===== src/lsu_op_pkg.sv =====
`default_nettype none

package lsu_op_pkg;

	localparam int mem_fn_w = 3;
	localparam logic [mem_fn_w-1:0] mem_fn_none = 3'd7; // no access on this side.

	typedef enum logic [1:0] {
		size_byte = 2'd0,
		size_half = 2'd1,
		size_word = 2'd2
	} size_e;

	// load side. the top bit asks for zero extension.
	typedef enum logic [mem_fn_w-1:0] {
		ld_byte = 3'd0,
		ld_half = 3'd1,
		ld_word = 3'd2,
		ld_byte_u = 3'd4,
		ld_half_u = 3'd5,
		ld_none = mem_fn_none
	} load_fn_e;

	// store side. the top bit carries no meaning here.
	typedef enum logic [mem_fn_w-1:0] {
		st_byte = 3'd0,
		st_half = 3'd1,
		st_word = 3'd2,
		st_none = mem_fn_none
	} store_fn_e;

	// one function code, seen as a load or as a store.
	typedef union packed {
		load_fn_e ld;
		store_fn_e st;
	} lsu_op_t;

endpackage

`default_nettype wire


===== src/gpu_cfg_pkg.sv =====
`default_nettype none

package gpu_cfg_pkg;

	localparam int word_w = 32; // one data word, also the address width.
	localparam int reg_addr_w = 5;
	localparam int wb_w = 2;

	// writeback source selected at commit.
	localparam logic [wb_w-1:0] wb_none = 2'd0;
	localparam logic [wb_w-1:0] wb_alu = 2'd1;
	localparam logic [wb_w-1:0] wb_mem = 2'd2; // only this one comes back from the load unit.
	localparam logic [wb_w-1:0] wb_jal = 2'd3;

endpackage

`default_nettype wire

===== src/lsu_decode.sv =====
`timescale 1ns/100ps
`default_nettype none

module lsu_decode #(
	parameter int num_threads = 4
) (
	input logic [num_threads-1:0][gpu_cfg_pkg::word_w-1:0] base_address,
	input logic [gpu_cfg_pkg::word_w-1:0] offset,
	input logic [lsu_op_pkg::mem_fn_w-1:0] mem_read,
	input logic [lsu_op_pkg::mem_fn_w-1:0] mem_write,
	output logic [num_threads-1:0][gpu_cfg_pkg::word_w-1:0] address,
	output logic is_load,
	output logic is_store,
	output lsu_op_pkg::size_e size,
	output logic is_unsigned
);
	import lsu_op_pkg::*;

	lsu_op_t rd_op;
	lsu_op_t wr_op;

	assign rd_op = mem_read;
	assign wr_op = mem_write;

	assign is_load = (rd_op.ld != ld_none);
	assign is_store = (wr_op.st != st_none);

	always_comb begin
		for (int t = 0; t < num_threads; t++) begin
			address[t] = base_address[t] + offset; // shared immediate offset.
		end
	end

	always_comb begin
		size = size_word;
		is_unsigned = 1'b0;
		if (is_load) begin
			is_unsigned = rd_op.ld inside {ld_byte_u, ld_half_u};
			case (rd_op.ld)
				ld_byte, ld_byte_u: size = size_byte;
				ld_half, ld_half_u: size = size_half;
				default: size = size_word;
			endcase
		end else if (is_store) begin
			case (wr_op.st)
				st_byte: size = size_byte;
				st_half: size = size_half;
				default: size = size_word;
			endcase
		end
	end

	// an instruction is either a load or a store, never both.
	always_comb begin
		a_one_side: assert (!(is_load && is_store))
			else $error("mem_read and mem_write both active");
	end

endmodule

`default_nettype wire


===== config.mk =====
export PLATFORM = sky130hd
export DESIGN_NAME = lsu_decode
export DESIGN_NICKNAME = d
export VERILOG_FILES = /design/src/lsu_op_pkg.sv /design/src/gpu_cfg_pkg.sv /design/src/lsu_decode.sv
export SDC_FILE = /design/constraint.sdc
export NUM_CORES = 1
export LEC_CHECK = 0
export ABC_AREA = 1
export CAP_MARGIN = 10
export CORE_UTILIZATION = 30
export DETAILED_ROUTE_END_ITERATION = 8
export DONT_BUFFER_PORTS = 1
export SLEW_MARGIN = 10
export SYNTH_ARGS = -nofsm -noshare
export SYNTH_HDL_FRONTEND = slang
export SYNTH_SLANG_ARGS = --single-unit

===== constraint.sdc =====
create_clock -name vclk -period 2.2
set_input_delay 0.11 -clock vclk [all_inputs]
set_output_delay 0.11 -clock vclk [all_outputs]
set_load 0.01 [all_outputs]

==> qor.yml <==
run_status:
  outcome: "completed"
die:
  core_sq_um: 30700
  pin_count: 299
  start_util_pct: 30.6
  die_y_um: 179
  die_x_um: 179
  die-area_sq_um: 32000
  rows: 64
yosys:
  yosysWarningCount: 0
  synth_cells: 1975
  syn-cell-area_sq_um: 9390
  syn_area_per_cell_sq_um: 4.75
  synthTopCellsByArea: "nand2_1, inv_1, ha_1, nor2_1, xor2_1"
  synth_nets: 2269
  synth.top_cell.area_share_pct: 36.1
  ys_types: 21
  ys_seq_area_share_pct: 0
  yosys.area.top_type: "nand2_1"
route:
  num_vias: 11200
  drt.antenna.violating_nets: 0
  drt_wl_total_um: 39400
  avgRoutedWirePerCell_um: 16.6
  drcViolationCount: 0
  firstDrtPassIters: 7
  via_per_inst: 4.73
  drtIter0Drc: 549
setup_path:
  cp.buffers_inverters: 0
  crit_fanout: 4
  critPathCaptureType: "output port"
  worstSetupStartpointType: "input pin"
  path_cells: "ha_1 -> fa_1 -> nand3_1 -> nand3_1 -> nand2_1 -> nand2_2 -> nand2_1 -> nand2_2 -> xor2_1"
  path_class: "input pin to output port"
  cp_slowest_stage_delay_ns: 0.47
  critPathArrivalTime_ns: 1.73
  slowest_stage: "fa_1"
  cp.required_ns: 2.09
  cpLargestDelayFamily: "adder cells"
global_routing:
  grt_usage_pct: 24.1
  grt_max_degree: 9
  overflow: 0
  antenna_found_initial: 3
  grt_pass1_wl_um: 57900
  grt_pass1_vias: 10500
sta:
  hold_violations: 0
  tightestPinTransition_ns: 0.579
  grt_setup_unrepaired: "no"
  worst_slack_ns: 0.362
  slew_headroom_pct: 61.3
  clock.fmax_mhz: 544
  tns_ns: 0
  period_share_pct: 83.5
  period_minus_slack_ns: 1.84
  drv_slew: 0
  setup-violations-final: 0
  fin_hold_ws_ns: 0.269
power_and_ir_drop:
  leakage_uw: 0.00690
  p_total_uw: 2900
  p_per_area_nw_per_um2: 293
  peakVddDrop_mv: 0.117
cts:
  cts_resized: 0
  postCtsHoldBufs: 0
  post_cts_buffers: 0
placed_design:
  place.gp.congestion: 0.982
  port-buffer-count: 0
  pre_cts_slack_ns: 0.349
  hpwl_um: 34900
  dp_cells: 2370
cells_and_area:
  nets: 2270
  drive_gt1_share_pct: 2.63
  fill_cells: 3617
  syn_to_final_growth_pct: 5.32
  n_sequential_cell: 0
  register_area_sq_um: 0
  stdcell_count: 2373
  clockBufferCount: 0
flow_run:
  maxCapViolCount: 0
min_path:
  hold_class: "input pin to output port"
==> layout by cell type (no fill, tap or decap) <==
master	count
nand2_1	903
inv_1	449
nor2_1	154
ha_1	124
nand3_1	97
a21oi_1	80
xor2_1	60
nand2_2	35
nor3_1	17
nand4_1	16
nand3_2	9
o21bai_1	8
a21o_1	4
xnor2_1	4
nor2_2	4
fa_1	4
diode_2	3
nor3_2	3
inv_2	1
o21ai_0	1
a31oi_1	1
==> cells by family after synthesis <==
logic type	synth area share (%)
buffers and inverters	18.0
and+or+nand+nor	53.3
adders and majority gates	17.4
AOI/OAI and AO/OA	5.34
xor gates and xnor gates	5.97
==> path summary, 6_finish.rpt <==
path | depth (start not counted) | end | from
setup / recovery | 9 | address[44] | offset[0]
hold / removal | 1 | is_unsigned | mem_read[1]
==> synth_stat cells <==
cell type and number:
nand2_1 903, inv_1 449, nor2_1 154, ha_1 124, nand3_1 97, a21oi_1 80, xor2_1 60, nand2_2 35
nor3_1 17, nand4_1 16, nand3_2 9, o21bai_1 8, a21o_1 4, fa_1 4, nor2_2 4, xnor2_1 4
nor3_2 3, a31oi_1 1, clkbuf_1 1, inv_2 1, o21ai_0 1
==> layer usage <==
metal	part of all wire (%)	global-route usage [%]	vias to the layer above
met3	7.5	5.47	85
li1	-	-	5924
met4	5.3	10.8	0
met5	0	0	-
met1	42	28.7	4865
met2	45	40.9	360
==> metrics by stage <==
stage                     cell area, sq um  utilization, %
final                                 9890            32.2
after global routing                  9890            32.2
after CTS                             9880            32.2
after detailed placement              9880            32.2
after global placement                9880            32.2
after floorplan                       9390               -
==> layout make-up <==
class | instances | area (sq um) | share of cell area, %
Tap cell | 396 | 495 | 5.01
Antenna cell | 3 | 7.51 | 0.0759
Inverter | 450 | 1690 | 17.1
Multi-Input combinational cell | 1524 | 7700 | 77.8
==> power breakdown <==
group	leakage, uW	total (uW)	switching [uW]	internal, uW
sequential	0	0	0	0
clock	0.0000000190	0.000184	0	0.000184
combinational	0.00690	2900	2030	871
(Power assumes the default switching activity.)
