<file path="src/lsu_op_pkg.sv">
`default_nettype none

package lsu_op_pkg;

	localparam int mem_fn_w = 3;
	localparam logic [mem_fn_w-1:0] mem_fn_none = 3'd7; // no access on this side.

	typedef enum logic [1:0] {
		size_byte = 2'd0,
		size_half = 2'd1,
		size_word = 2'd2
	} size_e;

	// load side. the top bit asks for zero extension.
	typedef enum logic [mem_fn_w-1:0] {
		ld_byte = 3'd0,
		ld_half = 3'd1,
		ld_word = 3'd2,
		ld_byte_u = 3'd4,
		ld_half_u = 3'd5,
		ld_none = mem_fn_none
	} load_fn_e;

	// store side. the top bit carries no meaning here.
	typedef enum logic [mem_fn_w-1:0] {
		st_byte = 3'd0,
		st_half = 3'd1,
		st_word = 3'd2,
		st_none = mem_fn_none
	} store_fn_e;

	// one function code, seen as a load or as a store.
	typedef union packed {
		load_fn_e ld;
		store_fn_e st;
	} lsu_op_t;

endpackage

`default_nettype wire

</file>
<file path="src/gpu_cfg_pkg.sv">
`default_nettype none

package gpu_cfg_pkg;

	localparam int word_w = 32; // one data word, also the address width.
	localparam int reg_addr_w = 5;
	localparam int wb_w = 2;

	// writeback source selected at commit.
	localparam logic [wb_w-1:0] wb_none = 2'd0;
	localparam logic [wb_w-1:0] wb_alu = 2'd1;
	localparam logic [wb_w-1:0] wb_mem = 2'd2; // only this one comes back from the load unit.
	localparam logic [wb_w-1:0] wb_jal = 2'd3;

endpackage

`default_nettype wire
</file>
<file path="src/lsu_execute.sv">
`timescale 1ns/100ps
`default_nettype none

module lsu_execute #(
	parameter int num_threads = 4,
	parameter int nw_bits = 2
) (
	input logic clk,
	input logic rst_n,
	input logic delay_req,
	input logic [num_threads-1:0] req_valid,
	input logic [num_threads-1:0][gpu_cfg_pkg::word_w-1:0] address,
	input logic [num_threads-1:0][gpu_cfg_pkg::word_w-1:0] store_data,
	input logic is_load,
	input logic is_store,
	input lsu_op_pkg::size_e size,
	input logic is_unsigned,
	input logic [gpu_cfg_pkg::reg_addr_w-1:0] rd,
	input logic [nw_bits-1:0] warp_num,
	input logic [gpu_cfg_pkg::wb_w-1:0] wb,
	input logic [gpu_cfg_pkg::word_w-1:0] lsu_pc,
	output logic [num_threads-1:0] use_valid,
	output logic [num_threads-1:0][gpu_cfg_pkg::word_w-1:0] use_address,
	output logic [num_threads-1:0][gpu_cfg_pkg::word_w-1:0] use_store_data,
	output logic use_is_load,
	output logic use_is_store,
	output lsu_op_pkg::size_e use_size,
	output logic use_is_unsigned,
	output logic [gpu_cfg_pkg::reg_addr_w-1:0] use_rd,
	output logic [nw_bits-1:0] use_warp_num,
	output logic [gpu_cfg_pkg::wb_w-1:0] use_wb,
	output logic [gpu_cfg_pkg::word_w-1:0] use_pc
);

	always_ff @(posedge clk) begin
		if (!rst_n) begin
			use_valid <= '0;
		end else if (!delay_req) begin
			use_valid <= req_valid; // an empty mask simply drains the buffer.
		end
	end

	always_ff @(posedge clk) begin
		if (!delay_req) begin
			use_address <= address;
			use_store_data <= store_data;
			use_is_load <= is_load;
			use_is_store <= is_store;
			use_size <= size;
			use_is_unsigned <= is_unsigned;
			use_rd <= rd;
			use_warp_num <= warp_num;
			use_wb <= wb;
			use_pc <= lsu_pc;
		end
	end

	// a stalled request stays on the inputs until the buffer takes it.
	a_hold: assert property (@(posedge clk) disable iff (!rst_n)
		delay_req && (|req_valid) |=> $stable(req_valid) && $stable(address)
			&& $stable(store_data));

endmodule

`default_nettype wire

</file>
<file path="config.mk">
export PLATFORM = sky130hd
export DESIGN_NAME = lsu_execute
export DESIGN_NICKNAME = d
export VERILOG_FILES = /design/src/lsu_op_pkg.sv /design/src/gpu_cfg_pkg.sv /design/src/lsu_execute.sv
export SDC_FILE = /design/constraint.sdc
export NUM_CORES = 1
export LEC_CHECK = 0
export ABC_AREA = 1
export BUFFER_PORTS_ARGS = -buffer_cell sky130_fd_sc_hd__buf_4
export CORE_AREA = 3 3 237 239
export CTS_CLUSTER_DIAMETER = 80
export DETAILED_ROUTE_END_ITERATION = 6
export DIE_AREA = 0 0 240 242
export PLACE_DENSITY = 0.4
export SYNTH_ARGS = -nofsm -noshare
export SYNTH_HDL_FRONTEND = slang
export SYNTH_SLANG_ARGS = --single-unit
</file>
<file path="constraint.sdc">
create_clock -name clk -period 6.15 [get_ports clk]
set_clock_uncertainty 0.1 [all_clocks]
set_input_delay 0 -clock clk [delete_from_list [all_inputs] [get_ports clk]]
set_output_delay 0 -clock clk [all_outputs]
set_load 0.01 [all_outputs]
</file>
==> metrics.cfg, run 1 <==
[synth]
synth_area_leader_cell=edfxtp_1
synth.net_count=637
syn-instance-count=328
synth.ff_latch_count=306
synth_top_area_share_pct=98.1
synthesis.area_per_instance_um2=28.2
synth_cell_type_count=8
yosysWarningCount=0
syn-cell-area_um2=9250
post_synth_main_area_contributors=edfxtp_1 98%, dfxtp_1 0.87%, nor2_1 0.28%
synth-seq-area-share_pct=98.9

[routing]
antenna_left=0
route.detailed.vias_per_inst=3.46
drt_iter0_drc=205
drt_pass1_iterations=4
drc=0
vias=7005
wirelength_um=34200
wire_per_inst_um=16.9

[critical_path]
cp-start-kind=flop
end_kind=flop
crit_type=reg -> reg
critical_path_peak_fanout=2
crit_arrival_ns=2.12
critical_path_required_ns=6.45

[grt]
grt.total_usage_pct=11.1
first_global_vias=7856
number_of_antenna_violations_at_the_first_check_in_global_routing=7
gr-total-overflow=0
grt_start_max_net_pins=166
grt_pass1_wl_um=48600

[clock_network]
clock_sinks=306
postCtsSetupBuffers=0
clock_path_buffers=3
clkSlewWorstSetupHoldPaths_ns=0.06
clk_root_buffer_cell=clkbuf_16
numCtsBuffers=39
clk_latency_ns=0.51
cts_max_level=2
tritoncts=built
cts_resized=0

[sta]
slew_violations=0
maxClockFrequency_mhz=548
timing.final.hold_violations=0
layout_min_cycle_time_ns=1.82
setup_repair_after_global_routing_missed_its_margin=false
worst_pin_slew_ns=1.27
tns_ns=0
post-route-period-util_pct=29.6
maxSlewHeadroom_pct=15.1
worst_hold_slack_ns=0.0770
setup-violations-final=0

[floorplan]
floorplan.initialDensity_pct=17.1
fp.coreArea_um2=54000
die-area_um2=58100
top_level_ports=615
die-height_um=242
floorplan.rows=85
fp.dieW_um=240

[worst_hold_path]
hold_path.class=in -> reg

[pwr]
static-leakage-power_nw=7.90
total_power_mw=5.37
vdd_drop_max_mv=0.190
power_density_nw_per_um2=282

[final_layout]
layout.nets=1608
synthToLayoutAreaGrowth_pct=106
proportion_of_layout_cells_with_a_drive_suffix_above_1_pct=50.7

[placement]
buffer_ports.inserted=614
detailedPlacementHpwl_um=24800
globalplace.congestion=0.725

[job]
cap_violations=0

[status]
outcome=finished clean

## flip-flops by register name, indices dropped and copies added, names as in the netlist
name / cells
use_store_data: 128
use_rd: 5
use_wb: 2
use_pc: 32
use_is_unsigned: 1
use_is_load: 1
use_address: 128
use_valid: 4
use_warp_num: 2
use_size: 2
use_is_store: 1
## layout make-up
type / count / area, µm²
fillers: 5248 / 35000
flip-flops and latches: 306 / 9150
repair buffers: 931 / 7790
clock buffers: 51 / 1030
well taps: 696 / 871
clock inverters: 13 / 126
multi-input cells: 16 / 70.1
inverters: 5 / 22.5
diodes: 5 / 12.5
## through the flow
stage	setup WS, ns	cell area (µm²)	instances	util (%)
5_1_grt	4.25	19100	2023	35.3
3_3_place_gp	4.11	14800	1640	27.3
6_report	4.33	19100	2023	35.3
3_5_place_dp	4.08	14800	1640	27.3
4_1_cts	4.35	19100	2018	35.3
2_1_floorplan	1.02	9250	328	-
## kinds of logic (layout without fill, tap and decap cells)
| family | count (synthesis) | after routing | share of synthesized area, % |
|---|---|---|---|
| buffers and inverters | 6 | 1000 | 0.325 |
| DFF | 306 | 306 | 98.9 |
| other | 0 | 5 | 0 |
| and+or+nand+nor | 16 | 16 | 0.758 |
## metal layers
| metal | track usage [%] | share of wire [%] |
|---|---|---|
| met3 | 4.23 | 8.9 |
| met2 | 20.1 | 53 |
| met4 | 3.61 | 2.5 |
| met1 | 11.9 | 36 |
| met5 | 0 | 0 |
## cells in the final DEF, fill, tap and decap left out
| cell | count |
|---|---|
| clkinv_2 | 2 |
| dfxtp_1 | 4 |
| diode_2 | 5 |
| dlygate4sd3_1 | 314 |
| nor2_2 | 1 |
| clkinv_1 | 5 |
| inv_1 | 4 |
| nand2_2 | 3 |
| bufinv_16 | 2 |
| inv_6 | 3 |
| nor2_1 | 7 |
| clkbuf_1 | 11 |
| edfxtp_1 | 302 |
| clkinvlp_4 | 1 |
| buf_4 | 616 |
| clkbuf_8 | 1 |
| clkbuf_16 | 39 |
| buf_12 | 1 |
| nand2_1 | 5 |
| inv_8 | 1 |
## critical path, stage by stage, from the launching register on
cell	delay [ns]
dfxtp_1	0.32
inv_1	0.05
nand2_1	0.04
nand2_1	0.05
dlygate4sd3_1	0.56
nor2_2	0.03
dlygate4sd3_1	0.56
## cell usage after synthesis (all sizes together)
cell	instances
buf	1
dfxtp	4
edfxtp	302
inv	5
nand2	8
nor2	8
## path summary, 6_finish.rpt
check,to,cells past startpoint,from,slack [ns]
hold / removal,use_store_data[47]$_DFFE_PN_,2,store_data[47],0.08
setup / recovery,use_valid[0]$_SDFFE_PN0N_,6,use_valid[0]$_SDFFE_PN0N_,4.33
setup reg to reg,use_valid[0]$_SDFFE_PN0N_,6,use_valid[0]$_SDFFE_PN0N_,4.33
hold reg to reg,use_valid[3]$_SDFFE_PN0N_,5,use_valid[3]$_SDFFE_PN0N_,0.97
## report_power, final
part | total [mW] | leakage (nW) | switching (mW) | internal [mW]
combinational | 0.727 | 4.34 | 0.285 | 0.441
sequential | 2.53 | 2.99 | 0.0484 | 2.48
clock | 2.12 | 0.564 | 0.854 | 1.26
## timing repair
item / in CTS / in global routing
hold buffers: 314 / 0
endpoints found under the hold margin: 306 / 0
setup endpoints to repair: 0 / 0
(Power assumes the default switching activity.)
==> run 2: changes to the inputs <==
==> constraint.sdc (replaced) <==
create_clock -name clk -period 1.5 [get_ports clk]
set_clock_uncertainty 0.1 [all_clocks]
set_input_delay 0 -clock clk [delete_from_list [all_inputs] [get_ports clk]]
set_output_delay 0 -clock clk [all_outputs]
set_load 0.01 [all_outputs]
==> run 2 against run 1 <==
Net effect:
- die area unchanged
- first-iteration DRC count increased by 19%
- design area increased by 0.51%
- sequential power increased to 4.1 times the previous value
- worst setup slack got worse by 4.1 ns
- register-to-register slack got worse by 3.5 ns
- utilization increased by 0.18 points
- combinational power increased to 4.2 times the previous value
==> metrics.cfg, run 2 (synthesis results as in run 1) <==
[pwr]
share_comb_of_total_power_pct=14.4  ; was 13.5%
power.internal_mw=16.5  ; was 4.18 mW
vdd_drop_max_mv=0.864  ; was 0.190 mV
p_seq_share_pct=48.8  ; was 47.1%
static-leakage-power_nw=7.95  ; was 7.90 nW
clockPowerShare_pct=36.8  ; was 39.4%
power_density_nw_per_um2=1110  ; was 282 nW/µm²
total_power_mw=21.3  ; was 5.37 mW
power.switching_mw=4.73  ; was 1.19 mW
power_switching_share_pct=22.3  ; was 22.1%

[critical_path]
end_kind=output pin  ; was flop
worst_r2r_startpoint=use_valid[3]$_SDFFE_PN0N_  ; was use_valid[0]$_SDFFE_PN0N_
family_with_the_most_delay_on_the_worst_path=flip-flops  ; was buffers and inverters
crit_arrival_ns=1.21  ; was 2.12 ns
rr_worst_depth=4  ; was 6
crit_chain=buf_4  ; was inv_1 > nand2_1 > nand2_1 > dlygate4sd3_1 > nor2_2 > dlygate4sd3_1
crit_path_top_delay_cell=edfxtp_1  ; was dlygate4sd3_1
timing.reg2reg.setup_slack_ns=0.79  ; was 4.33 ns
critical_path.max_stage_delay_ns=0.49  ; was 0.56 ns
critical_path_peak_fanout=1  ; was 2
worstReg2RegEnd=use_valid[3]$_SDFFE_PN0N_  ; was use_valid[0]$_SDFFE_PN0N_
critPathBufInv=1  ; was 3
cp-start-kind=flop  ; unchanged
crit_type=reg -> out  ; was reg -> reg
critical_path_required_ns=1.40  ; was 6.45 ns

[status]
outcome=finished clean  ; unchanged

[sta]
tns_ns=0  ; unchanged
setup-violations-final=0  ; unchanged
timing.final.hold_violations=0  ; unchanged
layout_min_cycle_time_ns=1.31
setup_repair_after_global_routing_missed_its_margin=false  ; unchanged
fin_ws_ns=0.189  ; was 4.33 ns
slew_violations=0  ; unchanged
maxSlewHeadroom_pct=84.2  ; was 15.1%
worst_hold_slack_ns=0.0974  ; was 0.0770 ns
maxClockFrequency_mhz=763
post-route-period-util_pct=87.4
worst_pin_slew_ns=0.237  ; was 1.27 ns

[placement]
post-place-cells=1657  ; was 1640
detailedPlacementHpwl_um=26200  ; was 24800 µm
buffer_ports.inserted=614  ; unchanged
dpl_worst_slack_ns=0.254  ; was 4.08 ns
globalplace.congestion=0.725  ; about the same
placed_area_um2=15000  ; was 14800 µm²

[clock_network]
numCtsBuffers=37  ; was 39
clk_root_buffer_cell=clkbuf_16  ; unchanged
clock_sinks=306  ; unchanged
cts_max_level=2  ; unchanged
clkSlewWorstSetupHoldPaths_ns=0.06  ; about the same
clock_path_buffers=3  ; unchanged
tritoncts=built  ; unchanged
clk_latency_ns=0.51  ; about the same

[grt]
first_global_vias=8063  ; was 7856
grt_start_max_net_pins=29  ; was 166
grt_pass1_wl_um=50200  ; was 48600 µm
grt.total_usage_pct=11.6  ; was 11.1%
number_of_antenna_violations_at_the_first_check_in_global_routing=2  ; was 7
gr-total-overflow=0  ; unchanged

[final_layout]
layout.cells.most_common=buf_4  ; unchanged
proportion_of_layout_cells_with_a_drive_suffix_above_1_pct=51.0  ; was 50.7%
final_util_pct=35.5  ; was 35.3%
final_area_um2=19200  ; was 19100 µm²
reg_top3=use_address (128), use_store_data (128), use_pc (32)  ; unchanged
fillerInstances=5191  ; was 5248
layout.nets=1621  ; was 1608
stdcell_count=2034  ; was 2023
synthToLayoutAreaGrowth_pct=107  ; was 106%
most-common-layout-cells=623 x buf_4, 312 x dlygate4sd3_1, 302 x edfxtp_1  ; was 616 x buf_4, 314 x dlygate4sd3_1, 302 x edfxtp_1

[worst_hold_path]
hold_path.class=in -> reg  ; unchanged
timing.hold.worst_endpoint=use_address[78]$_DFFE_PN_  ; was use_store_data[47]$_DFFE_PN_
timing.hold.worst_path_depth=2  ; unchanged
hold_start=address[78]  ; was store_data[47]

[routing]
wire_per_inst_um=17.2  ; was 16.9 µm
drt_iter0_drc=243  ; was 205
antenna_left=0  ; unchanged
wirelength_um=35100  ; was 34200 µm
drc=0  ; unchanged
route.detailed.vias_per_inst=3.47  ; was 3.46
vias=7051  ; was 7005
drt_pass1_iterations=4  ; unchanged

[floorplan]
floorplan.initialDensity_pct=17.1  ; unchanged
floorplan.rows=85  ; unchanged
fp.coreArea_um2=54000  ; unchanged
top_level_ports=615  ; unchanged
die-area_um2=58100  ; unchanged
fp.dieW_um=240  ; unchanged
die-height_um=242  ; unchanged

[job]
cap_violations=0  ; unchanged

-- run 2: cell types whose count changed in the layout (fill, tap and decap cells not counted), sizes merged, moves of 3 or more --
cell and change:
diode -3, clkinv +8, clkbuf -3, buf +17, inv -4
-- run 2: cell type report --
class	instances	area (µm²)	share of cell area (%)
Inverter	5	22.5	0.118
Clock buffer	48	967	5.05
Sequential cell	306	9150	47.7
Tap cell	696	871	4.54
Antenna cell	2	5.00	0.0261
Clock inverter	15	62.6	0.326
Multi-Input combinational cell	16	70.1	0.366
Timing Repair Buffer	946	8020	41.8
-- run 2: worst max path at each step --
stage,start,endpoint,slack [ns],depth (start not counted)
final,use_address[64]$_DFFE_PN_,use_address[64],0.19,1
after global routing,use_address[64]$_DFFE_PN_,use_address[64],0.13,1
after CTS,use_address[64]$_DFFE_PN_,use_address[64],0.12,1
after detailed placement,delay_req,use_address[102]$_DFFE_PN_,0.25,4
after global placement,delay_req,use_address[127]$_DFFE_PN_,0.27,4
after floorplan,delay_req,use_address[0]$_DFFE_PN_,-3.61,2
-- run 2: timing repair --
| action | in CTS | in global routing |
|---|---|---|
| buffers inserted | 0 | 0 |
| hold buffers | 312 | 0 |
| endpoints found under the hold margin | 309 | 0 |
| gates resized for setup | 0 | 0 |
-- run 2: power by group through the flow --
stage,clock [mW],sequential (mW),combinational [mW]
after floorplan,0,10.9,0.136
after global placement,0,10.6,2.40
after detailed placement,0,10.6,2.40
after CTS,8.15,10.4,3.10
after global routing,8.53,10.4,3.24
final,7.83,10.4,3.06
-- run 2: metal layers --
layer | global-route usage [%] | routed length (µm) | vias up
met2 | 21.1 | 18500 | 330
li1 | - | - | 3285
met5 | 0 | 0 | -
met4 | 4.81 | 1190 | 0
met3 | 3.79 | 2980 | 70
met1 | 12.1 | 12400 | 3366
