[config.mk]
export PLATFORM = sky130hd
export DESIGN_NAME = lsu_result
export DESIGN_NICKNAME = d
export VERILOG_FILES = /design/src/lsu_op_pkg.sv /design/src/gpu_cfg_pkg.sv /design/src/lsu_result.sv
export SDC_FILE = /design/constraint.sdc
export NUM_CORES = 1
export LEC_CHECK = 0
export BUFFER_PORTS_ARGS = -buffer_cell sky130_fd_sc_hd__buf_4
export CAP_MARGIN = 20
export CELL_PAD_IN_SITES_DETAIL_PLACEMENT = 0
export CELL_PAD_IN_SITES_GLOBAL_PLACEMENT = 1
export CORE_AREA = 2 2 174 176
export DETAILED_ROUTE_END_ITERATION = 10
export DIE_AREA = 0 0 176 178
export PLACE_DENSITY_LB_ADDON = 0.1
export SLEW_MARGIN = 20
export SYNTH_ARGS = -nofsm -noshare
export SYNTH_HDL_FRONTEND = slang
export SYNTH_SLANG_ARGS = --single-unit
[constraint.sdc]
create_clock -name vclk -period 1.3
set_input_delay 0.065 -clock vclk [all_inputs]
set_output_delay 0.065 -clock vclk [all_outputs]
set_load 0.05 [all_outputs]
[src/lsu_op_pkg.sv]
`default_nettype none

package lsu_op_pkg;

	localparam int mem_fn_w = 3;
	localparam logic [mem_fn_w-1:0] mem_fn_none = 3'd7; // no access on this side.

	typedef enum logic [1:0] {
		size_byte = 2'd0,
		size_half = 2'd1,
		size_word = 2'd2
	} size_e;

	// load side. the top bit asks for zero extension.
	typedef enum logic [mem_fn_w-1:0] {
		ld_byte = 3'd0,
		ld_half = 3'd1,
		ld_word = 3'd2,
		ld_byte_u = 3'd4,
		ld_half_u = 3'd5,
		ld_none = mem_fn_none
	} load_fn_e;

	// store side. the top bit carries no meaning here.
	typedef enum logic [mem_fn_w-1:0] {
		st_byte = 3'd0,
		st_half = 3'd1,
		st_word = 3'd2,
		st_none = mem_fn_none
	} store_fn_e;

	// one function code, seen as a load or as a store.
	typedef union packed {
		load_fn_e ld;
		store_fn_e st;
	} lsu_op_t;

endpackage

`default_nettype wire

[src/gpu_cfg_pkg.sv]
`default_nettype none

package gpu_cfg_pkg;

	localparam int word_w = 32; // one data word, also the address width.
	localparam int reg_addr_w = 5;
	localparam int wb_w = 2;

	// writeback source selected at commit.
	localparam logic [wb_w-1:0] wb_none = 2'd0;
	localparam logic [wb_w-1:0] wb_alu = 2'd1;
	localparam logic [wb_w-1:0] wb_mem = 2'd2; // only this one comes back from the load unit.
	localparam logic [wb_w-1:0] wb_jal = 2'd3;

endpackage

`default_nettype wire
[src/lsu_result.sv]
`timescale 1ns/100ps
`default_nettype none

module lsu_result #(
	parameter int num_threads = 4,
	parameter int nw_bits = 2
) (
	input logic [num_threads-1:0] rsp_valid,
	input logic [gpu_cfg_pkg::reg_addr_w-1:0] rsp_rd,
	input logic [gpu_cfg_pkg::wb_w-1:0] rsp_wb,
	input logic [nw_bits-1:0] rsp_warp_num,
	input logic [num_threads-1:0][gpu_cfg_pkg::word_w-1:0] rsp_pc,
	input logic [num_threads-1:0][gpu_cfg_pkg::word_w-1:0] rsp_word,
	input lsu_op_pkg::size_e rsp_size,
	input logic rsp_unsigned,
	input logic [num_threads-1:0][1:0] rsp_byte_sel,
	output logic [num_threads-1:0] wb_valid,
	output logic [gpu_cfg_pkg::reg_addr_w-1:0] wb_rd,
	output logic [gpu_cfg_pkg::wb_w-1:0] wb_code,
	output logic [nw_bits-1:0] wb_warp_num,
	output logic [num_threads-1:0][gpu_cfg_pkg::word_w-1:0] loaded_data,
	output logic [gpu_cfg_pkg::word_w-1:0] mem_wb_pc
);
	import gpu_cfg_pkg::*;
	import lsu_op_pkg::*;

	localparam int idx_w = (num_threads > 1) ? $clog2(num_threads) : 1;

	logic [idx_w-1:0] pc_idx;
	logic found;

	assign wb_valid = rsp_valid;
	assign wb_rd = rsp_rd;
	assign wb_code = rsp_wb;
	assign wb_warp_num = rsp_warp_num;

	always_comb begin
		logic [word_w-1:0] shifted;
		for (int t = 0; t < num_threads; t++) begin
			shifted = rsp_word[t] >> {rsp_byte_sel[t], 3'b000}; // addressed lane to bit 0.
			case (rsp_size)
				size_byte: loaded_data[t] = rsp_unsigned ? word_w'(shifted[7:0])
					: {{(word_w-8){shifted[7]}}, shifted[7:0]};
				size_half: loaded_data[t] = rsp_unsigned ? word_w'(shifted[15:0])
					: {{(word_w-16){shifted[15]}}, shifted[15:0]};
				default: loaded_data[t] = rsp_word[t];
			endcase
		end
	end

	// lowest valid thread wins.
	always_comb begin
		pc_idx = '0;
		found = 1'b0;
		for (int t = num_threads - 1; t >= 0; t--) begin
			if (rsp_valid[t]) begin
				pc_idx = idx_w'(t);
				found = 1'b1;
			end
		end
	end

	assign mem_wb_pc = found ? rsp_pc[pc_idx] : '0;

	// every valid thread of one warp carries the same pc.
	always_comb begin
		for (int t = 0; t < num_threads; t++) begin
			if (rsp_valid[t]) begin
				a_same_pc: assert (rsp_pc[t] == rsp_pc[pc_idx])
					else $error("thread %0d pc differs from the writeback pc", t);
			end
		end
	end

endmodule

`default_nettype wire

==> impl_metrics.tcl, run 1 <==
set metrics [dict create \
    clkbuf_count 0 \
    initialDrtViolationCount 217 \
    violations "negative setup slack" \
    fp.dieH_um 178 \
    first_global_vias 7494 \
    period_needed_ns 1.47 \
    hold_end "wb_rd[4]" \
    hold_path_class "in2out" \
    syn2layout_area_growth_pct 171 \
    dp_cells 1607 \
    cp-end-kind "primary output" \
    grt_pass1_wl_mm 45.3 \
    ir_drop_v 0.000256 \
    gp_congestion 0.762 \
    worst_slack_ns -0.172 \
    antenna_left 0 \
    outcome "finished with violations" \
    post-dp-hpwl_mm 24.5 \
    drc 0 \
    crit_buf_inv 3 \
    post_drt_wl_per_cell_um 19.5 \
    cpPeakStageDelay_ns 0.52 \
    viasPerCell 4.51 \
    cp_cell_sequence "buf_4 -> mux4_2 -> nand2b_4 -> a21boi_4 -> buf_12 -> a21o_2 -> buf_6" \
    ios 453 \
    fillCellCount 2969 \
    min_from "rsp_rd[4]" \
    synth_cell_types 48 \
    seq_cells 0 \
    setup_violations 116 \
    startpoint "rsp_word[31]" \
    power_density_nw_per_um2 553 \
    seq_area_sq_um 0 \
    antenna_found_initial 2 \
    fin_crit_sh_pct 113 \
    min_delay_path_depth 0 \
    final_cells 1620 \
    drt_wl_total_mm 31.6 \
    drive_gt1_share_pct 73.4 \
    hold_viol_final 0 \
    netlist_area_sq_um 4550 \
    core_sq_um 29400 \
    path_max_fanout 13 \
    synth_cells 729 \
    leakage_nw 5.77 \
    fmax_mhz 679 \
    port_buffers 435 \
    multi_input_area_sq_um 5860 \
    rsz0062_at_grt "true" \
    firstDrtPassIters 4 \
    slew-limit-headroom_pct 76.8 \
    pre_cts_ws_ns -0.552 \
    syn_area_per_cell_sq_um 6.24 \
    grt-ovfl-total 0 \
    tns_ns -12.21 \
    rows 63 \
    ys_seq_area_share_pct 0 \
    tightest_slew_ns 0.348 \
    syn_nets 1009 \
    grt_usage_pct 18.3 \
    die_area_sq_um 31300 \
    start_util_pct 15.5 \
    critical_path_class "in2out" \
    cpMaxStageDelayCell "mux4_2" \
    worstPathArrival_ns 1.41 \
    die_w_um 176 \
    critPathTopFamily "multiplexers" \
    start_kind "input port" \
    drv_cap 0 \
    cp.required_ns 1.24 \
    drv_slew 0 \
    dr_total_vias 7300 \
    grt_max_degree 46 \
    nNetsFinal 1510 \
    yosysWarnings 0 \
]
cells in the final DEF (no fill, tap or decap), types with 5 or more instances in the layout:
master	netlist	layout
nand2_8	0	10
nor2b_1	28	24
o31ai_4	0	27
and2_4	0	21
a21oi_1	63	48
nor2_1	62	28
o221a_2	13	13
a21o_4	0	20
buf_8	0	62
mux2i_2	0	5
nand2_1	134	118
nor2_4	0	33
o211a_1	26	26
o21ai_2	2	8
a221oi_2	0	18
nor3_2	1	6
nand2_4	0	23
o21ai_4	2	16
and2_1	32	11
a21o_2	0	12
mux2i_1	33	26
buf_12	0	33
or2_2	32	30
a21oi_2	0	13
a221oi_4	0	14
inv_1	33	32
buf_6	10	112
buf_4	13	370
cells in the mapped netlist, types with 2 or more instances:
master	instances	area, sq um
mux4_2	2	45.0
o211a_1	26	260
a31oi_1	3	18.8
nand2_1	134	503
o31ai_2	14	175
nor3_1	7	35.0
nand2b_2	2	17.5
and3b_1	2	17.5
o21ai_2	2	17.5
o21ai_1	3	15.0
nand2_2	20	125
o221a_2	13	146
a21o_1	32	240
nand3b_1	2	15.0
buf_2	18	90.1
a311oi_4	2	52.6
a21oi_1	63	315
inv_1	33	124
mux2i_1	33	330
buf_1	3	11.3
a32oi_2	2	32.5
nor2b_1	28	175
xor2_1	2	17.5
clkbuf_1	43	161
a221oi_1	32	280
a311oi_2	2	30.0
or2_2	32	200
buf_4	13	97.6
o21ai_0	19	95.1
o21ai_4	2	32.5
a32o_1	2	20.0
a22oi_1	3	22.5
and2_1	32	200
buf_6	10	113
mux2_4	4	60.1
o211ai_1	2	15.0
nor2_1	62	233
a21boi_4	2	37.5
o31ai_1	13	97.6
or2_1	2	12.5
per-layer routing:
layer / routed length [um] / GRT usage (%) / vias up / share of wire [%]
met5: 0 / 0 / - / 0
met4: 626 / 3.03 / 0 / 2.0
met3: 2050 / 3.28 / 30 / 6.5
met2: 16000 / 33.5 / 284 / 51
met1: 12900 / 22.7 / 3424 / 41
li1: - / - / 3562 / -
power breakdown:
group	leakage [nW]	internal, W	switching, W
Clock	0.0000127	0.000000000206	0
Combinational	5.77	0.00306	0.00377
Sequential	0	0	0
metrics by stage:
| step | power, W | hold slack [ns] | utilization (%) | area [sq um] |
|---|---|---|---|---|
| 4_1_cts | 0.00671 | 0.130 | 40.5 | 11900 |
| 3_5_place_dp | 0.00586 | 0.130 | 35.2 | 10400 |
| 2_1_floorplan | 0.00365 | 0.297 | - | 5750 |
| 3_3_place_gp | 0.00586 | 0.130 | 35.2 | 10400 |
| 6_report | 0.00683 | 0.130 | 42.0 | 12300 |
| 5_1_grt | 0.00717 | 0.130 | 42.0 | 12300 |
cell type report:
class              count  share of cell area, %
inverters             34                   1.08
well taps            390                   3.95
repair buffers       586                   47.5
diodes                 2                 0.0405
multi-input cells    608                   47.4
worst max-delay path by stage:
stage | end | cells past startpoint
2_1_floorplan | loaded_data[104] | 4
3_3_place_gp | loaded_data[30] | 6
3_5_place_dp | loaded_data[18] | 6
4_1_cts | loaded_data[116] | 10
5_1_grt | loaded_data[19] | 7
6_report | loaded_data[18] | 7
kinds of logic (layout without fill, tap and decap cells):
group	Yosys count	in the layout	synth area share [%]
multiplexers	40	40	9.81
AND/OR/NAND/NOR	327	327	34.4
AO/OA/AOI/OAI	239	239	42.2
XOR/XNOR	2	2	0.385
other	0	2	0
buffers and inverters	121	620	13.2
timing repair:
action / 4_1_cts / 5_1_grt
resized for setup: 294 / 121
setup buffers: 20 / 9
pin swaps: 65 / 47
endpoints found under the setup margin: 152 / 137
hold buffers: 0 / 0
cloned: 7 / 4
(Power assumes the default switching activity.)
==> inputs of run 2 (changes only) <==
--- a/config.mk
+++ b/config.mk
@@ -5,13 +5,14 @@
 export SDC_FILE = /design/constraint.sdc
 export NUM_CORES = 1
 export LEC_CHECK = 0
+export ABC_AREA = 1
 export BUFFER_PORTS_ARGS = -buffer_cell sky130_fd_sc_hd__buf_4
 export CAP_MARGIN = 20
 export CELL_PAD_IN_SITES_DETAIL_PLACEMENT = 0
 export CELL_PAD_IN_SITES_GLOBAL_PLACEMENT = 1
-export CORE_AREA = 2 2 174 176
+export CORE_AREA = 2 2 175 177
 export DETAILED_ROUTE_END_ITERATION = 10
-export DIE_AREA = 0 0 176 178
+export DIE_AREA = 0 0 177 179
 export PLACE_DENSITY_LB_ADDON = 0.1
 export SLEW_MARGIN = 20
 export SYNTH_ARGS = -nofsm -noshare
==> impl_metrics.tcl, run 2 <==
set metrics [dict create \
    ios 453 \
    seq_area_sq_um 0 \
    drv_cap 0 \
    p_clk_share_pct 0 \
    rsz0062_at_grt "true" \
    grt_pass1_wl_mm 46.9 \
    clkbuf_count 0 \
    grt_max_degree 70 \
    synth-xor-area-share_pct 0 \
    power_density_nw_per_um2 558 \
    antenna_left 0 \
    initialDrtViolationCount 259 \
    yosysTopAreaCell "nand2_1" \
    seq_power_share_pct 0 \
    nNetsFinal 1743 \
    startpoint "rsp_valid[3]" \
    p_int_w 0.00205 \
    yosysWarnings 0 \
    synthMuxAreaShare_pct 0 \
    synth.top_cell.area_share_pct 17.3 \
    yosysMostFrequentCell "nand2_1" \
    syn_area_per_cell_sq_um 4.94 \
    yosys-top-cells-count "nand2_1, nand3_1, inv_1, nor2_1, o21ai_0" \
    p_sw_share_pct 62.7 \
    port_buffers 435 \
    period_needed_ns 1.26 \
    critPathCapture "mem_wb_pc[12]" \
    start_util_pct 17.3 \
    post_drt_wl_per_cell_um 17.3 \
    synthSimpleGateAreaFrac_pct 56.7 \
    syn2layout_area_growth_pct 89.2 \
    synthAdderAreaFrac_pct 0 \
    path_max_fanout 12 \
    drv_slew 0 \
    critical_path_class "in2out" \
    ys_seq_area_share_pct 0 \
    p_switching_w 0.00344 \
    tightest_slew_ns 0.345 \
    layout_commonest_cell "buf_4" \
    antenna_found_initial 1 \
    comb_power_share_pct 100.0 \
    die_w_um 177 \
    syn_nets 1332 \
    leakage_nw 5.40 \
    hold_path_class "in2out" \
    fillCellCount 3505 \
    mostFrequentLayoutCells "buf_4, nand2_1, nand3_1" \
    ir_drop_v 0.000218 \
    post-dp-hpwl_mm 26.6 \
    hold_viol_final 0 \
    pre_cts_ws_ns -0.0229 \
    firstDrtPassIters 4 \
    fmax_mhz 791 \
    worstPathArrival_ns 1.20 \
    fin_crit_sh_pct 97.2 \
    synth_cells 1052 \
    viasPerCell 4.48 \
    netlist_area_sq_um 5200 \
    drc 0 \
    grt-ovfl-total 0 \
    seq_cells 0 \
    drive_gt1_share_pct 44.7 \
    setup_violations 0 \
    final_util_pct 32.8 \
    synth_cell_types 26 \
    die_area_sq_um 31700 \
    cp-end-kind "primary output" \
    worst_slack_ns 0.0360 \
    fp.dieH_um 179 \
    start_kind "input port" \
    cts_hold_buffers 0 \
    drt_wl_total_mm 32.2 \
    synthTopCellsByArea "nand2_1, nand3_1, inv_1" \
    synth_top_family_by_area "simple AND/OR/NAND/NOR gates" \
    synth-compound-area-share_pct 21.5 \
    cp.required_ns 1.24 \
    rows 64 \
    dr_total_vias 8331 \
    first_global_vias 8079 \
    grt_usage_pct 18.7 \
    core_sq_um 30000 \
    outcome "finished clean" \
    gp_congestion 0.806 \
    slew-limit-headroom_pct 76.9 \
]
[run 2: cell types whose count changed after synthesis, moves of 32 or more]
| cell | change |
|---|---|
| buf_2 | +34 |
| a21o_1 | -32 |
| inv_1 | +102 |
| o21ai_0 | +49 |
| nand3_1 | +162 |
| nor2_1 | +61 |
| a221oi_1 | -32 |
| and2_1 | -32 |
| nand3_2 | +47 |
| nand2_1 | +106 |
| or2_2 | -32 |
| mux2i_1 | -33 |
[run 2: final cells by class]
type | instances | area, sq um | share of cell area (%)
multi-input combinational | 805 | 4450 | 45.2
antenna | 1 | 2.50 | 0.0254
inverter | 145 | 559 | 5.68
timing repair buffer | 511 | 4330 | 44.0
tap | 396 | 495 | 5.04
[run 2: how the worst min path moves through the flow]
| stage | start | depth (start not counted) | slack, ns | end |
|---|---|---|---|---|
| 6_report | rsp_rd[1] | 0 | 0.13 | wb_rd[1] |
| 5_1_grt | rsp_rd[1] | 0 | 0.13 | wb_rd[1] |
| 4_1_cts | rsp_rd[2] | 0 | 0.13 | wb_rd[2] |
| 3_5_place_dp | rsp_rd[2] | 0 | 0.13 | wb_rd[2] |
| 3_3_place_gp | rsp_rd[2] | 0 | 0.13 | wb_rd[2] |
| 2_1_floorplan | rsp_wb[0] | 1 | 0.30 | wb_code[0] |
[run 2: layer usage]
metal	wire length [um]	track usage [%]	vias to the layer above
li1	-	-	4258
met1	12500	21.3	3755
met2	16300	35.1	288
met3	2690	4.88	28
met4	600	3.37	2
met5	16	0	-
[run 2: power by group through the flow]
| stage | logic [W] | clock network [W] | registers (W) |
|---|---|---|---|
| floorplan | 0.00335 | 0 | 0 |
| global placement | 0.00539 | 0 | 0 |
| detailed placement | 0.00539 | 0 | 0 |
| CTS | 0.00545 | 0 | 0 |
| global route | 0.00585 | 0 | 0 |
| finish | 0.00549 | 0.000000000103 | 0 |
[run 2: logic make-up (layout without fill, tap and decap cells)]
group | after synthesis | after routing
AOI/OAI and AO/OA | 195 | 195
buffers and inverters | 247 | 656
other | 0 | 1
and+or+nand+nor | 610 | 610
[run 2: worst max-delay path, stage by stage]
cell and delay (ns):
buf_4 0.13, nand2_2 0.08, nand2_4 0.08, buf_4 0.17
buf_12 0.14, nand3_1 0.06, nand3_1 0.10, a21oi_2 0.15
buf_4 0.21
[run 2: what timing repair did]
item | in CTS | in global routing
cloned | 0 | 2
gates resized for setup | 19 | 52
pin swaps | 1 | 11
endpoints found under the hold margin | 0 | 0
setup endpoints to repair | 36 | 83
buffers inserted | 0 | 1
[run 2: through the flow]
step | area, sq um | power, W | setup TNS, ns | instances | hold slack (ns)
final | 9840 | 0.00549 | 0 | 1858 | 0.130
after global routing | 9840 | 0.00585 | -1.13 | 1857 | 0.130
after CTS | 9580 | 0.00545 | -0.00509 | 1854 | 0.130
after detailed placement | 9510 | 0.00539 | -0.284 | 1854 | 0.130
after global placement | 9510 | 0.00539 | -0.271 | 1854 | 0.130
after floorplan | 5490 | 0.00335 | 0 | 1052 | 0.297
==> inputs of run 3 (changes only) <==
==> constraint.sdc (replaced) <==
create_clock -name vclk -period 1.3
set_input_delay 0.195 -clock vclk [all_inputs]
set_output_delay 0.195 -clock vclk [all_outputs]
set_load 0.05 [all_outputs]
==> impl_metrics.tcl, run 3 (synthesis results as in run 2) <==
set metrics [dict create \
    outcome "finished with violations" \
    violations "negative setup slack" \
    initialDrtViolationCount 348 \
    post_drt_wl_per_cell_um 18.8 \
    period_needed_ns 1.50 \
    fmax_mhz 669 \
    rows 64 \
    start_util_pct 17.3 \
    port_buffers 435 \
    hold_path_class "in2out" \
    crit_buf_inv 5 \
    grt_max_degree 45 \
    drv_slew 0 \
    antenna_left 0 \
    fillCellCount 2939 \
    cpPeakStageDelay_ns 0.17 \
    mostFrequentLayoutCells "buf_4, nand2_1, inv_1" \
    start_kind "input port" \
    path_max_fanout 16 \
    p_switching_w 0.00425 \
    gp_congestion 0.799 \
    p_clk_share_pct 0 \
    drt_wl_total_mm 36.5 \
    cp_cell_sequence "buf_6 -> clkinvlp_4 -> buf_6 -> nand2_8 -> buf_12 -> nand2_1 -> nand3_4 -> a21oi_4 -> buf_6" \
    crit_top_cell "buf_6" \
    rsz0062_at_grt "true" \
    core_sq_um 30000 \
    syn2layout_area_growth_pct 185 \
    drive_gt1_share_pct 63.4 \
    p_sw_share_pct 55.8 \
    critPathTopFamily "buffers and inverters" \
    ir_drop_v 0.000272 \
    worst_slack_ns -0.195 \
    fin_crit_sh_pct 115 \
    seq_cells 0 \
    p_int_w 0.00337 \
    grt-ovfl-total 0 \
    cp.required_ns 1.11 \
    drv_cap 0 \
    seq_power_share_pct 0 \
    worstPathArrival_ns 1.30 \
    final_area_sq_um 14800 \
    firstDrtPassIters 5 \
    fp.dieH_um 179 \
    layout_commonest_cell "buf_4" \
    post-dp-hpwl_mm 26.6 \
    slew-limit-headroom_pct 76.4 \
    comb_power_share_pct 100.0 \
    critical_path_class "in2out" \
    setup_violations 137 \
    power_density_nw_per_um2 515 \
    grt_usage_pct 21.0 \
    leakage_nw 7.17 \
    antenna_found_initial 2 \
    tightest_slew_ns 0.354 \
    final_util_pct 49.3 \
    hold_viol_final 0 \
    drc 0 \
    first_global_vias 8831 \
    dr_total_vias 9124 \
    cpMaxStageDelayCell "buf_12" \
    nNetsFinal 1830 \
    cp-end-kind "primary output" \
    total_power_w 0.00762 \
    die_area_sq_um 31700 \
    die_w_um 177 \
    ios 453 \
    whs_ns 0.390 \
    seq_area_sq_um 0 \
    grt_pass1_wl_mm 52.2 \
    post_dp_cell_area_sq_um 10900 \
    clkbuf_count 0 \
    viasPerCell 4.69 \
]
[run 3: layer usage]
| layer | GRT usage, % | share of wire (%) | vias to the layer above |
|---|---|---|---|
| li1 | - | - | 4481 |
| met4 | 4.41 | 2.5 | 0 |
| met5 | 0 | 0 | - |
| met1 | 25.3 | 38 | 4269 |
| met2 | 38.7 | 52 | 328 |
| met3 | 3.73 | 6.6 | 46 |
[run 3: worst paths after layout]
kind                          from            end  slack, ns  cells after the start
worst min-delay path     rsp_rd[1]       wb_rd[1]       0.39                      0
worst max-delay path  rsp_valid[0]  mem_wb_pc[26]      -0.20                      9
[run 3: layout make-up]
class	instances	area [sq um]	area share, %
inverters	145	664	4.49
well taps	396	495	3.35
multi-input cells	805	6830	46.1
diodes	2	5.00	0.0338
repair inverters	1	16.3	0.110
repair buffers	597	6800	45.9
[run 3: per-stage QoR]
step	setup WS (ns)	std cells	TNS, ns
after floorplan	-0.158	1052	-8.53
after global placement	-0.366	1883	-34.87
after detailed placement	-0.367	1883	-35.68
after CTS	-0.206	1921	-19.87
after global routing	-0.254	1946	-25.05
final	-0.195	1946	-17.80
[run 3: power groups by stage]
| stage | sequential [W] | combinational [W] | clock (W) |
|---|---|---|---|
| final | 0 | 0.00762 | 0.000000000207 |
| after global routing | 0 | 0.00802 | 0.000000000206 |
| after CTS | 0 | 0.00706 | 0 |
| after detailed placement | 0 | 0.00590 | 0 |
| after global placement | 0 | 0.00590 | 0 |
| after floorplan | 0 | 0.00387 | 0 |
[run 3: timing repair]
action,4_1_cts,5_1_grt
setup buffers,23,21
setup endpoints to repair,160,159
pin swaps,78,77
hold buffers,0,0
gates cloned,17,16
gates resized for setup,485,293
